<file path="src/verilog/soc_consts.svh">
// ---------------------------------------------------------------------
// Bus core constants
// Widths, address map, register offsets, version and PWM timing
// ---------------------------------------------------------------------
`ifndef SOC_CONSTS_SVH
`define SOC_CONSTS_SVH

// Bus widths
`define SOC_ADDR_W 15
`define SOC_DATA_W 16
`define SOC_SEL_W  3

// Target select values in the upper address bits
`define SOC_SEL_CONFIG 3'd0
`define SOC_SEL_GPIO   3'd4

// Configuration bank word offsets
`define SOC_REG_VERSION0 0
`define SOC_REG_VERSION1 1
`define SOC_REG_VERSION2 2
`define SOC_REG_VERSION3 3
`define SOC_REG_VOLUME   4
// Bit 0 mute, bit 1 headphone not speaker
`define SOC_REG_CONTROL  5

// GPIO block word offsets
`define SOC_GPIO_DIR 0
`define SOC_GPIO_OUT 1
`define SOC_GPIO_IN  2
`define SOC_GPIO_W   16

`define SOC_VERSION     64'hBAD3_6032_000A_0001
`define SOC_VOLUME_INIT 15
// 150 MHz system clock over 5 MHz PWM rate
`define SOC_PWM_PERIOD  30

`endif

</file>
<file path="src/verilog/soc_pkg.sv">
// ---------------------------------------------------------------------
// Bus core types
// Address, data and arbiter grant types shared by the bus blocks
// ---------------------------------------------------------------------
`default_nettype none

`include "soc_consts.svh"

package soc_pkg;

  // Bus payload types
  typedef logic [`SOC_ADDR_W-1:0] addr_t;
  typedef logic [`SOC_DATA_W-1:0] data_t;

  // Current bus owner
  typedef enum logic [1:0] {
    GRANT_NONE = 2'd0,
    GRANT_M0   = 2'd1,
    GRANT_M1   = 2'd2
  } grant_e;

endpackage

`default_nettype wire

</file>
<file path="src/verilog/bus_arbiter.sv">
// ---------------------------------------------------------------------
// Bus arbiter
// Grants the shared bus to one of the two host masters, M0 first
// from idle, handing over directly on release
// ---------------------------------------------------------------------
`timescale 1ns/1ps
`default_nettype none

module bus_arbiter (
  input  logic            clk,
  input  logic            rst_i,
  input  logic            m0_cyc_i,
  input  logic            m1_cyc_i,
  output soc_pkg::grant_e grant_o
);

  import soc_pkg::*;

  grant_e grant_q;

  always_ff @(posedge clk) begin
    if (rst_i) begin
      grant_q <= GRANT_NONE;
    end else begin
      case (grant_q)
        GRANT_NONE: begin
          // M0 wins a tie from idle
          if (m0_cyc_i) begin
            grant_q <= GRANT_M0;
          end else if (m1_cyc_i) begin
            grant_q <= GRANT_M1;
          end
        end
        GRANT_M0: begin
          if (!m0_cyc_i) begin
            grant_q <= m1_cyc_i ? GRANT_M1 : GRANT_NONE;
          end
        end
        GRANT_M1: begin
          if (!m1_cyc_i) begin
            grant_q <= m0_cyc_i ? GRANT_M0 : GRANT_NONE;
          end
        end
        default: grant_q <= GRANT_NONE;
      endcase
    end
  end

  assign grant_o = grant_q;

  // A grant is only ever held by a master that was requesting a cycle ago
  a_grant_m0_req: assert property (@(posedge clk) disable iff (rst_i)
    grant_q == GRANT_M0 |-> $past(m0_cyc_i));
  a_grant_m1_req: assert property (@(posedge clk) disable iff (rst_i)
    grant_q == GRANT_M1 |-> $past(m1_cyc_i));

endmodule

`default_nettype wire

</file>
<file path="src/verilog/bus_crossbar.sv">
// ---------------------------------------------------------------------
// Bus crossbar
// Routes the granted master to the target picked by the upper address
// bits and steers ack and read data back to that master
// ---------------------------------------------------------------------
`timescale 1ns/1ps
`default_nettype none

`include "soc_consts.svh"

module bus_crossbar (
  input  logic            clk,
  input  logic            rst_i,
  input  soc_pkg::grant_e grant_i,
  input  logic            m0_stb_i,
  input  logic            m0_we_i,
  input  soc_pkg::addr_t  m0_adr_i,
  input  soc_pkg::data_t  m0_dat_i,
  input  logic            m1_stb_i,
  input  logic            m1_we_i,
  input  soc_pkg::addr_t  m1_adr_i,
  input  soc_pkg::data_t  m1_dat_i,
  input  logic            cfg_ack_i,
  input  soc_pkg::data_t  cfg_dat_i,
  input  logic            gpio_ack_i,
  input  soc_pkg::data_t  gpio_dat_i,
  output soc_pkg::data_t  m0_dat_o,
  output logic            m0_ack_o,
  output soc_pkg::data_t  m1_dat_o,
  output logic            m1_ack_o,
  output logic            cfg_stb_o,
  output logic            gpio_stb_o,
  output logic            t_we_o,
  output soc_pkg::addr_t  t_adr_o,
  output soc_pkg::data_t  t_dat_o
);

  import soc_pkg::*;

  logic                 own_stb;
  logic [`SOC_SEL_W-1:0] sel;
  logic                 mapped;
  logic                 err_ack_q;
  logic                 t_ack;
  data_t                t_rdat;

  // ------------------------------------------------------------------
  // Request path
  // ------------------------------------------------------------------
  // A grant stands for an open cycle of its owner
  always_comb begin
    case (grant_i)
      GRANT_M0: own_stb = m0_stb_i;
      GRANT_M1: own_stb = m1_stb_i;
      default:  own_stb = 1'b0;
    endcase
  end

  assign t_we_o  = (grant_i == GRANT_M1) ? m1_we_i  : m0_we_i;
  assign t_adr_o = (grant_i == GRANT_M1) ? m1_adr_i : m0_adr_i;
  assign t_dat_o = (grant_i == GRANT_M1) ? m1_dat_i : m0_dat_i;

  assign sel        = t_adr_o[`SOC_ADDR_W-1 -: `SOC_SEL_W];
  assign cfg_stb_o  = own_stb && (sel == `SOC_SEL_CONFIG);
  assign gpio_stb_o = own_stb && (sel == `SOC_SEL_GPIO);
  assign mapped     = (sel == `SOC_SEL_CONFIG) || (sel == `SOC_SEL_GPIO);

  // Unmapped select acks by itself a cycle later, with zero data
  always_ff @(posedge clk) begin
    if (rst_i) begin
      err_ack_q <= 1'b0;
    end else begin
      err_ack_q <= own_stb && !mapped && !err_ack_q;
    end
  end

  // ------------------------------------------------------------------
  // Response path
  // ------------------------------------------------------------------
  assign t_ack  = cfg_ack_i || gpio_ack_i || err_ack_q;
  assign t_rdat = cfg_ack_i  ? cfg_dat_i  :
                  gpio_ack_i ? gpio_dat_i : '0;

  assign m0_ack_o = t_ack && (grant_i == GRANT_M0);
  assign m1_ack_o = t_ack && (grant_i == GRANT_M1);
  assign m0_dat_o = (grant_i == GRANT_M0) ? t_rdat : '0;
  assign m1_dat_o = (grant_i == GRANT_M1) ? t_rdat : '0;

  // The ack closes a request issued under the same grant
  a_ack_m0_owner: assert property (@(posedge clk) disable iff (rst_i)
    m0_ack_o |-> $past(grant_i) == GRANT_M0);
  a_ack_m1_owner: assert property (@(posedge clk) disable iff (rst_i)
    m1_ack_o |-> $past(grant_i) == GRANT_M1);

endmodule

`default_nettype wire

</file>
<file path="src/verilog/config_regs.sv">
// ---------------------------------------------------------------------
// Configuration register bank
// Read-only version words plus DAC volume, mute and output select
// ---------------------------------------------------------------------
`timescale 1ns/1ps
`default_nettype none

`include "soc_consts.svh"

module config_regs (
  input  logic           clk,
  input  logic           rst_i,
  input  logic           stb_i,
  input  logic           we_i,
  input  soc_pkg::addr_t adr_i,
  input  soc_pkg::data_t dat_i,
  output soc_pkg::data_t dat_o,
  output logic           ack_o,
  output soc_pkg::data_t volume_o,
  output logic           mute_o,
  output logic           hp_nspk_o
);

  import soc_pkg::*;

  localparam int OFS_W = `SOC_ADDR_W - `SOC_SEL_W;
  localparam logic [63:0] VERSION = `SOC_VERSION;

  logic [OFS_W-1:0] ofs;
  logic             access;
  logic             ack_q;
  data_t            dat_q;
  data_t            rdat;
  data_t            volume_q;
  logic [1:0]       ctrl_q;

  assign ofs    = adr_i[OFS_W-1:0];
  // One access per strobe, the ack cycle itself is skipped
  assign access = stb_i && !ack_q;

  // Read mux, unused offsets give zero
  always_comb begin
    case (ofs)
      `SOC_REG_VERSION0: rdat = VERSION[63:48];
      `SOC_REG_VERSION1: rdat = VERSION[47:32];
      `SOC_REG_VERSION2: rdat = VERSION[31:16];
      `SOC_REG_VERSION3: rdat = VERSION[15:0];
      `SOC_REG_VOLUME:   rdat = volume_q;
      `SOC_REG_CONTROL:  rdat = {{(`SOC_DATA_W-2){1'b0}}, ctrl_q};
      default:           rdat = '0;
    endcase
  end

  always_ff @(posedge clk) begin
    if (rst_i) begin
      ack_q    <= 1'b0;
      volume_q <= data_t'(`SOC_VOLUME_INIT);
      ctrl_q   <= 2'b00;
    end else begin
      ack_q <= access;
      // Version offsets ignore writes
      if (access && we_i && ofs == `SOC_REG_VOLUME) begin
        volume_q <= dat_i;
      end
      if (access && we_i && ofs == `SOC_REG_CONTROL) begin
        ctrl_q <= dat_i[1:0];
      end
    end
  end

  always_ff @(posedge clk) begin
    if (access) begin
      dat_q <= rdat;
    end
  end

  assign ack_o     = ack_q;
  assign dat_o     = dat_q;
  assign volume_o  = volume_q;
  assign mute_o    = ctrl_q[0];
  assign hp_nspk_o = ctrl_q[1];

endmodule

`default_nettype wire

</file>
<file path="src/verilog/gpio_regs.sv">
// ---------------------------------------------------------------------
// GPIO register block
// Direction and output registers, two-flop synchronized input pins
// ---------------------------------------------------------------------
`timescale 1ns/1ps
`default_nettype none

`include "soc_consts.svh"

module gpio_regs (
  input  logic                   clk,
  input  logic                   rst_i,
  input  logic                   stb_i,
  input  logic                   we_i,
  input  soc_pkg::addr_t         adr_i,
  input  soc_pkg::data_t         dat_i,
  input  logic [`SOC_GPIO_W-1:0] gpio_i,
  output soc_pkg::data_t         dat_o,
  output logic                   ack_o,
  output logic [`SOC_GPIO_W-1:0] gpio_o,
  output logic [`SOC_GPIO_W-1:0] gpio_oe_o
);

  import soc_pkg::*;

  localparam int OFS_W = `SOC_ADDR_W - `SOC_SEL_W;

  logic [OFS_W-1:0]       ofs;
  logic                   access;
  logic                   ack_q;
  data_t                  dat_q;
  logic [`SOC_GPIO_W-1:0] dir_q;
  logic [`SOC_GPIO_W-1:0] out_q;
  logic [`SOC_GPIO_W-1:0] sync1_q;
  logic [`SOC_GPIO_W-1:0] sync2_q;

  assign ofs    = adr_i[OFS_W-1:0];
  assign access = stb_i && !ack_q;

  always_ff @(posedge clk) begin
    if (rst_i) begin
      ack_q <= 1'b0;
      dir_q <= '0;
      out_q <= '0;
    end else begin
      ack_q <= access;
      if (access && we_i && ofs == `SOC_GPIO_DIR) begin
        dir_q <= dat_i;
      end
      if (access && we_i && ofs == `SOC_GPIO_OUT) begin
        out_q <= dat_i;
      end
    end
  end

  // Input pins are asynchronous to clk
  always_ff @(posedge clk) begin
    sync1_q <= gpio_i;
    sync2_q <= sync1_q;
  end

  always_ff @(posedge clk) begin
    if (access) begin
      case (ofs)
        `SOC_GPIO_DIR: dat_q <= dir_q;
        `SOC_GPIO_OUT: dat_q <= out_q;
        `SOC_GPIO_IN:  dat_q <= sync2_q;
        default:       dat_q <= '0;
      endcase
    end
  end

  assign ack_o     = ack_q;
  assign dat_o     = dat_q;
  assign gpio_o    = out_q;
  assign gpio_oe_o = dir_q;

endmodule

`default_nettype wire

</file>
<file path="src/verilog/soc_top.sv">
// ---------------------------------------------------------------------
// Audio board bus core
// Two host masters, arbiter, crossbar, config and GPIO targets and
// the DAC volume PWM
// ---------------------------------------------------------------------
`timescale 1ns/1ps
`default_nettype none

`include "soc_consts.svh"

module soc_top (
  input  logic                   clk,
  input  logic                   rst_i,
  // Host link 0
  input  logic                   m0_cyc_i,
  input  logic                   m0_stb_i,
  input  logic                   m0_we_i,
  input  soc_pkg::addr_t         m0_adr_i,
  input  soc_pkg::data_t         m0_dat_i,
  output soc_pkg::data_t         m0_dat_o,
  output logic                   m0_ack_o,
  // Host link 1
  input  logic                   m1_cyc_i,
  input  logic                   m1_stb_i,
  input  logic                   m1_we_i,
  input  soc_pkg::addr_t         m1_adr_i,
  input  soc_pkg::data_t         m1_dat_i,
  output soc_pkg::data_t         m1_dat_o,
  output logic                   m1_ack_o,
  // GPIO pad, split
  input  logic [`SOC_GPIO_W-1:0] gpio_i,
  output logic [`SOC_GPIO_W-1:0] gpio_o,
  output logic [`SOC_GPIO_W-1:0] gpio_oe_o,
  // DAC control
  output logic                   dac_volumen_o,
  output logic                   dac_mute_o,
  output logic                   dac_hp_nspk_o
);

  import soc_pkg::*;

  grant_e grant;
  logic   cfg_stb;
  logic   gpio_stb;
  logic   t_we;
  addr_t  t_adr;
  data_t  t_dat;
  logic   cfg_ack;
  data_t  cfg_dat;
  logic   gpio_ack;
  data_t  gpio_dat;
  data_t  volume;

  // ------------------------------------------------------------------
  // Interconnect
  // ------------------------------------------------------------------
  bus_arbiter u_arbiter (
    .clk      (clk),
    .rst_i    (rst_i),
    .m0_cyc_i (m0_cyc_i),
    .m1_cyc_i (m1_cyc_i),
    .grant_o  (grant)
  );

  bus_crossbar u_crossbar (
    .clk        (clk),
    .rst_i      (rst_i),
    .grant_i    (grant),
    .m0_stb_i   (m0_stb_i),
    .m0_we_i    (m0_we_i),
    .m0_adr_i   (m0_adr_i),
    .m0_dat_i   (m0_dat_i),
    .m1_stb_i   (m1_stb_i),
    .m1_we_i    (m1_we_i),
    .m1_adr_i   (m1_adr_i),
    .m1_dat_i   (m1_dat_i),
    .cfg_ack_i  (cfg_ack),
    .cfg_dat_i  (cfg_dat),
    .gpio_ack_i (gpio_ack),
    .gpio_dat_i (gpio_dat),
    .m0_dat_o   (m0_dat_o),
    .m0_ack_o   (m0_ack_o),
    .m1_dat_o   (m1_dat_o),
    .m1_ack_o   (m1_ack_o),
    .cfg_stb_o  (cfg_stb),
    .gpio_stb_o (gpio_stb),
    .t_we_o     (t_we),
    .t_adr_o    (t_adr),
    .t_dat_o    (t_dat)
  );

  // ------------------------------------------------------------------
  // Targets
  // ------------------------------------------------------------------
  config_regs u_config (
    .clk       (clk),
    .rst_i     (rst_i),
    .stb_i     (cfg_stb),
    .we_i      (t_we),
    .adr_i     (t_adr),
    .dat_i     (t_dat),
    .dat_o     (cfg_dat),
    .ack_o     (cfg_ack),
    .volume_o  (volume),
    .mute_o    (dac_mute_o),
    .hp_nspk_o (dac_hp_nspk_o)
  );

  gpio_regs u_gpio (
    .clk       (clk),
    .rst_i     (rst_i),
    .stb_i     (gpio_stb),
    .we_i      (t_we),
    .adr_i     (t_adr),
    .dat_i     (t_dat),
    .gpio_i    (gpio_i),
    .dat_o     (gpio_dat),
    .ack_o     (gpio_ack),
    .gpio_o    (gpio_o),
    .gpio_oe_o (gpio_oe_o)
  );

  volume_pwm u_volume_pwm (
    .clk      (clk),
    .rst_i    (rst_i),
    .volume_i (volume),
    .pwm_o    (dac_volumen_o)
  );

endmodule

`default_nettype wire

</file>
<file path="src/verilog/volume_pwm.sv">
// ---------------------------------------------------------------------
// DAC volume PWM
// High while the period counter is below the volume setting
// ---------------------------------------------------------------------
`timescale 1ns/1ps
`default_nettype none

`include "soc_consts.svh"

module volume_pwm (
  input  logic                   clk,
  input  logic                   rst_i,
  input  logic [`SOC_DATA_W-1:0] volume_i,
  output logic                   pwm_o
);

  localparam int PERIOD = `SOC_PWM_PERIOD;
  localparam int CNT_W  = $clog2(PERIOD);
  localparam int DATA_W = `SOC_DATA_W;

  logic [CNT_W-1:0] count_q;
  logic             pwm_q;

  always_ff @(posedge clk) begin
    if (rst_i) begin
      count_q <= '0;
      pwm_q   <= 1'b0;
    end else begin
      if (count_q == CNT_W'(PERIOD - 1)) begin
        count_q <= '0;
      end else begin
        count_q <= count_q + 1'b1;
      end
      // Volume above the period keeps the output high
      pwm_q <= DATA_W'(count_q) < volume_i;
    end
  end

  assign pwm_o = pwm_q;

  a_count_range: assert property (@(posedge clk) disable iff (rst_i)
    count_q < CNT_W'(PERIOD));

endmodule

`default_nettype wire
</file>
<file path="config.mk">
export PLATFORM = sky130hd
export DESIGN_NAME = soc_top
export DESIGN_NICKNAME = d
export VERILOG_FILES = /design/src/verilog/soc_pkg.sv /design/src/verilog/bus_arbiter.sv /design/src/verilog/bus_crossbar.sv /design/src/verilog/config_regs.sv /design/src/verilog/gpio_regs.sv /design/src/verilog/soc_top.sv /design/src/verilog/volume_pwm.sv
export VERILOG_INCLUDE_DIRS = /design/src /design/src/verilog
export SDC_FILE = /design/constraint.sdc
export NUM_CORES = 1
export LEC_CHECK = 0
export BUFFER_PORTS_ARGS = -buffer_cell sky130_fd_sc_hd__clkbuf_2
export CAP_MARGIN = 25
export CORE_AREA = 2 2 114 116
export CTS_CLUSTER_SIZE = 28
export DETAILED_ROUTE_END_ITERATION = 8
export DIE_AREA = 0 0 116 118
export GPL_ROUTABILITY_DRIVEN = 0
export GPL_TIMING_DRIVEN = 0
export PLACE_DENSITY_LB_ADDON = 0.08
export SKIP_LAST_GASP = 1
export SLEW_MARGIN = 20
export SYNTH_ARGS = -nofsm -noshare
export SYNTH_HDL_FRONTEND = slang
export SYNTH_HIERARCHICAL = 1
export SYNTH_SLANG_ARGS = --single-unit
</file>
<file path="constraint.sdc">
create_clock -name clk -period 2.9 [get_ports clk]
set_input_delay 0.145 -clock clk [delete_from_list [all_inputs] [get_ports clk]]
set_output_delay 0.145 -clock clk [all_outputs]
set_load 0.01 [all_outputs]
</file>
==> results by group <==
Run status
  • Run status: completed

STA
  • Worst clock skew: 0.00552 ns
  • Number of hold-slack violations in the final timing report: 0
  • Count of pins over their slew limit: 0
  • Measured slew at the worst slew-check pin: 0.854 ns
  • Minimum period implied by the final worst setup slack: 2.88 ns
  • Fmax: 347 MHz
  • Count of final setup violators: 0
  • TNS Setup: 0 ns
  • RSZ-0062 raised after global routing: yes
  • Final clock period utilization by the worst path: 99.3%
  • Final Hold Slack: 0.187 ns
  • Relative slew slack: 42.8%

Power
  • Max rail drop VDD: 0.399 mV
  • Leakage power: 3.37 nW
  • Power density normalized to cell area: 539 mW/mm²
  • Final Power: 4.26 mW

Placement
  • IO buf count: 154
  • Post-DP HPWL: 11600 µm

Critical path
  • Launching point of the worst reg2reg path: u_arbiter/grant_o[0]
  • Capturing element type of the critical path: flop
  • Register-to-register setup slack: 0.02 ns
  • CP bufs+invs: 4
  • Crit path from: u_arbiter/grant_o[0]
  • Maximum cell stage delay along the critical path: 0.58 ns
  • Worst r2r dst: u_gpio/dat_o[1]
  • Worst R2R Path Depth: 9
  • Critical path required time: 3.10 ns
  • Critical Path, Cell by Cell: inv_2 -> ha_2 -> buf_6 -> buf_8 -> mux2_4 -> or4_4 -> or4_4 -> buf_6 -> o2bb2ai_1
  • WP data arrival: 3.08 ns
  • Critical Path End: u_gpio/dat_o[1]
  • Slowest-stage cell, CP: or4_4
  • Crit path max fanout: 7
  • Path length in cells of the critical path: 9
  • Largest delay share family, worst path: simple AND/OR/NAND/NOR gates
  • WS Path Type: reg -> reg
  • Kind of launch point of the worst setup path: flop

Cells and area
  • Final core utilization: 63.6%
  • Antenna fix cells: 0
  • Syn-to-layout area delta: 34.9%
  • Share of post-route cells with drive strength above 1: 37.7%
  • Number of nets in the layout: 825

Die
  • Count of boundary I/O pins: 155
  • Die boundary height: 118 µm
  • Cell row count: 41
  • Die Span X: 116 µm
  • Total Die Area: 0.0137 mm²
  • Total core area: 0.0124 mm²
  • Initial core utilization: 47.2%

Detailed routing
  • Routed WL: 15700 µm
  • Via-to-Cell Ratio: 5.17
  • DRC Markers: 0
  • First drt pass iteration count: 6
  • DR iter-0 viols: 190
  • Routed len/inst: 17.2 µm
  • Detail Route Antenna Nets: 0
  • Number of vias after detailed routing: 4723

Synthesis
  • Number of standard cells after synthesis: 528
  • Count of synthesis-stage warnings from yosys: 6
  • Average cell area after synthesis: 11.1 µm²
  • Synth Net Count: 623
  • Area of the mapped netlist: 0.00586 mm²

Min path
  • Type of the most critical hold path: in -> reg

GRT
  • Tot GR Track Use: 23.7%
  • Initial antenna violation count: 0
  • Via count of the first global-routing pass: 4760
  • Total global routing overflow: 0
  • Pin count of the biggest net entering global routing: 18
  • Global-route wire length before repair: 24600 µm

Flow run
  • Max cap viols: 0

CTS
  • Clock network latency to the later pin of the worst-skew pair: 0.41 ns
  • Total clock sinks: 125
  • Total clock buffers created by CTS: 17
  • H-tree levels: 4
  • Root Buffer: clkbuf_16
  • Maximum buffer depth of the clock tree: 2
  • Post-CTS clock slew at the launch and capture registers of the worst setup and hold paths: 0.05 ns
  • CTS tree: built
-- layout make-up --
type                            instances  area (µm²)
Inverter                               15        56.3
Sequential cell                       125        2830
Clock buffer                           29         604
Tap cell                              172         215
Timing Repair Buffer                  184        1040
Clock inverter                          2        11.3
Multi-Input combinational cell        357        2920
Fill cell                            1025        4520
Buffer                                 30         218
-- per-layer routing --
| layer | track usage (%) | wire (µm) | vias to the layer above |
|---|---|---|---|
| met1 | 31.5 | 7230 | 2256 |
| met4 | 7.51 | 243 | 0 |
| li1 | - | - | 2289 |
| met3 | 5.36 | 771 | 18 |
| met5 | 0 | 0 | - |
| met2 | 38.4 | 7460 | 160 |
-- worst min path at each step --
stage | startpoint | endpoint | slack, ns | depth (start not counted)
finish | m0_dat_i[3] | u_config/volume_o[3] | 0.19 | 4
global route | m1_dat_i[9] | u_gpio/gpio_o[9] | 0.20 | 4
CTS | m1_dat_i[3] | u_config/volume_o[3] | 0.17 | 4
detailed placement | gpio_i[15] | u_gpio/sync1_q[15] | 0.25 | 1
global placement | gpio_i[14] | u_gpio/sync1_q[14] | 0.25 | 1
floorplan | gpio_i[0] | u_gpio/sync1_q[0] | 0.17 | 0
-- placed cells by master (no fill, tap or decap), types with 3 or more instances in the layout --
| cell type | instances |
|---|---|
| buf_2 | 6 |
| o2bb2ai_2 | 5 |
| a22oi_2 | 10 |
| buf_6 | 7 |
| nor3_1 | 7 |
| nand2_1 | 7 |
| edfxtp_1 | 32 |
| clkbuf_2 | 155 |
| nor2b_1 | 37 |
| dlygate4sd3_1 | 18 |
| clkbuf_16 | 20 |
| dfxtp_1 | 91 |
| nand3_1 | 16 |
| inv_1 | 14 |
| mux2_2 | 21 |
| nor2_1 | 18 |
| o2bb2ai_4 | 7 |
| a22oi_1 | 5 |
| a21oi_1 | 31 |
| nand4_1 | 4 |
| and3_1 | 3 |
| o2bb2ai_1 | 3 |
| or4_4 | 3 |
| o21ai_0 | 15 |
| nand2b_1 | 56 |
| mux2_1 | 4 |
| clkbuf_1 | 14 |
| mux2i_1 | 52 |
| mux2_4 | 6 |
| clkbuf_8 | 7 |
| nor4_1 | 4 |
| buf_4 | 13 |
| and3b_1 | 4 |
| ha_1 | 8 |
-- report_power, final --
part           switching, mW  internal (mW)
Combinational          0.143          0.155
Sequential            0.0174           1.81
Clock                  0.729           1.40
Total                  0.890           3.37
-- metrics by stage --
step	area, µm²	cells	setup slack (ns)
2_1_floorplan	5860	528	0.102
3_3_place_gp	6840	854	-0.364
3_5_place_dp	6860	855	-0.408
4_1_cts	7760	905	0.00130
5_1_grt	7900	914	-0.0139
6_report	7900	914	0.0216
-- registers in the layout, indices dropped and copies added (netlist names), 2 cells and up --
signal and cells:
u_gpio/dat_o 16, u_config/ctrl_q 2, u_gpio/sync2_q 16, u_arbiter/grant_o 2, u_config/dat_o 16, u_gpio/gpio_o 16
u_config/volume_o 16, u_volume_pwm/count_q 5, u_gpio/sync1_q 16, u_gpio/gpio_oe_o 16
-- timing repair --
action                                  CTS  global route
buffers inserted                          2             9
hold endpoints to repair                 18             0
endpoints found under the setup margin   35            27
resized for setup                        17            15
pin swaps                                 1             3
hold buffers                             18             0
-- tightest hold or removal path: stages --
cell	delay [ns]
clkbuf_2	0.08
mux2_2	0.17
nor2_1	0.05
mux2i_1	0.11
No activity file was read; power rests on OpenSTA's default activity.
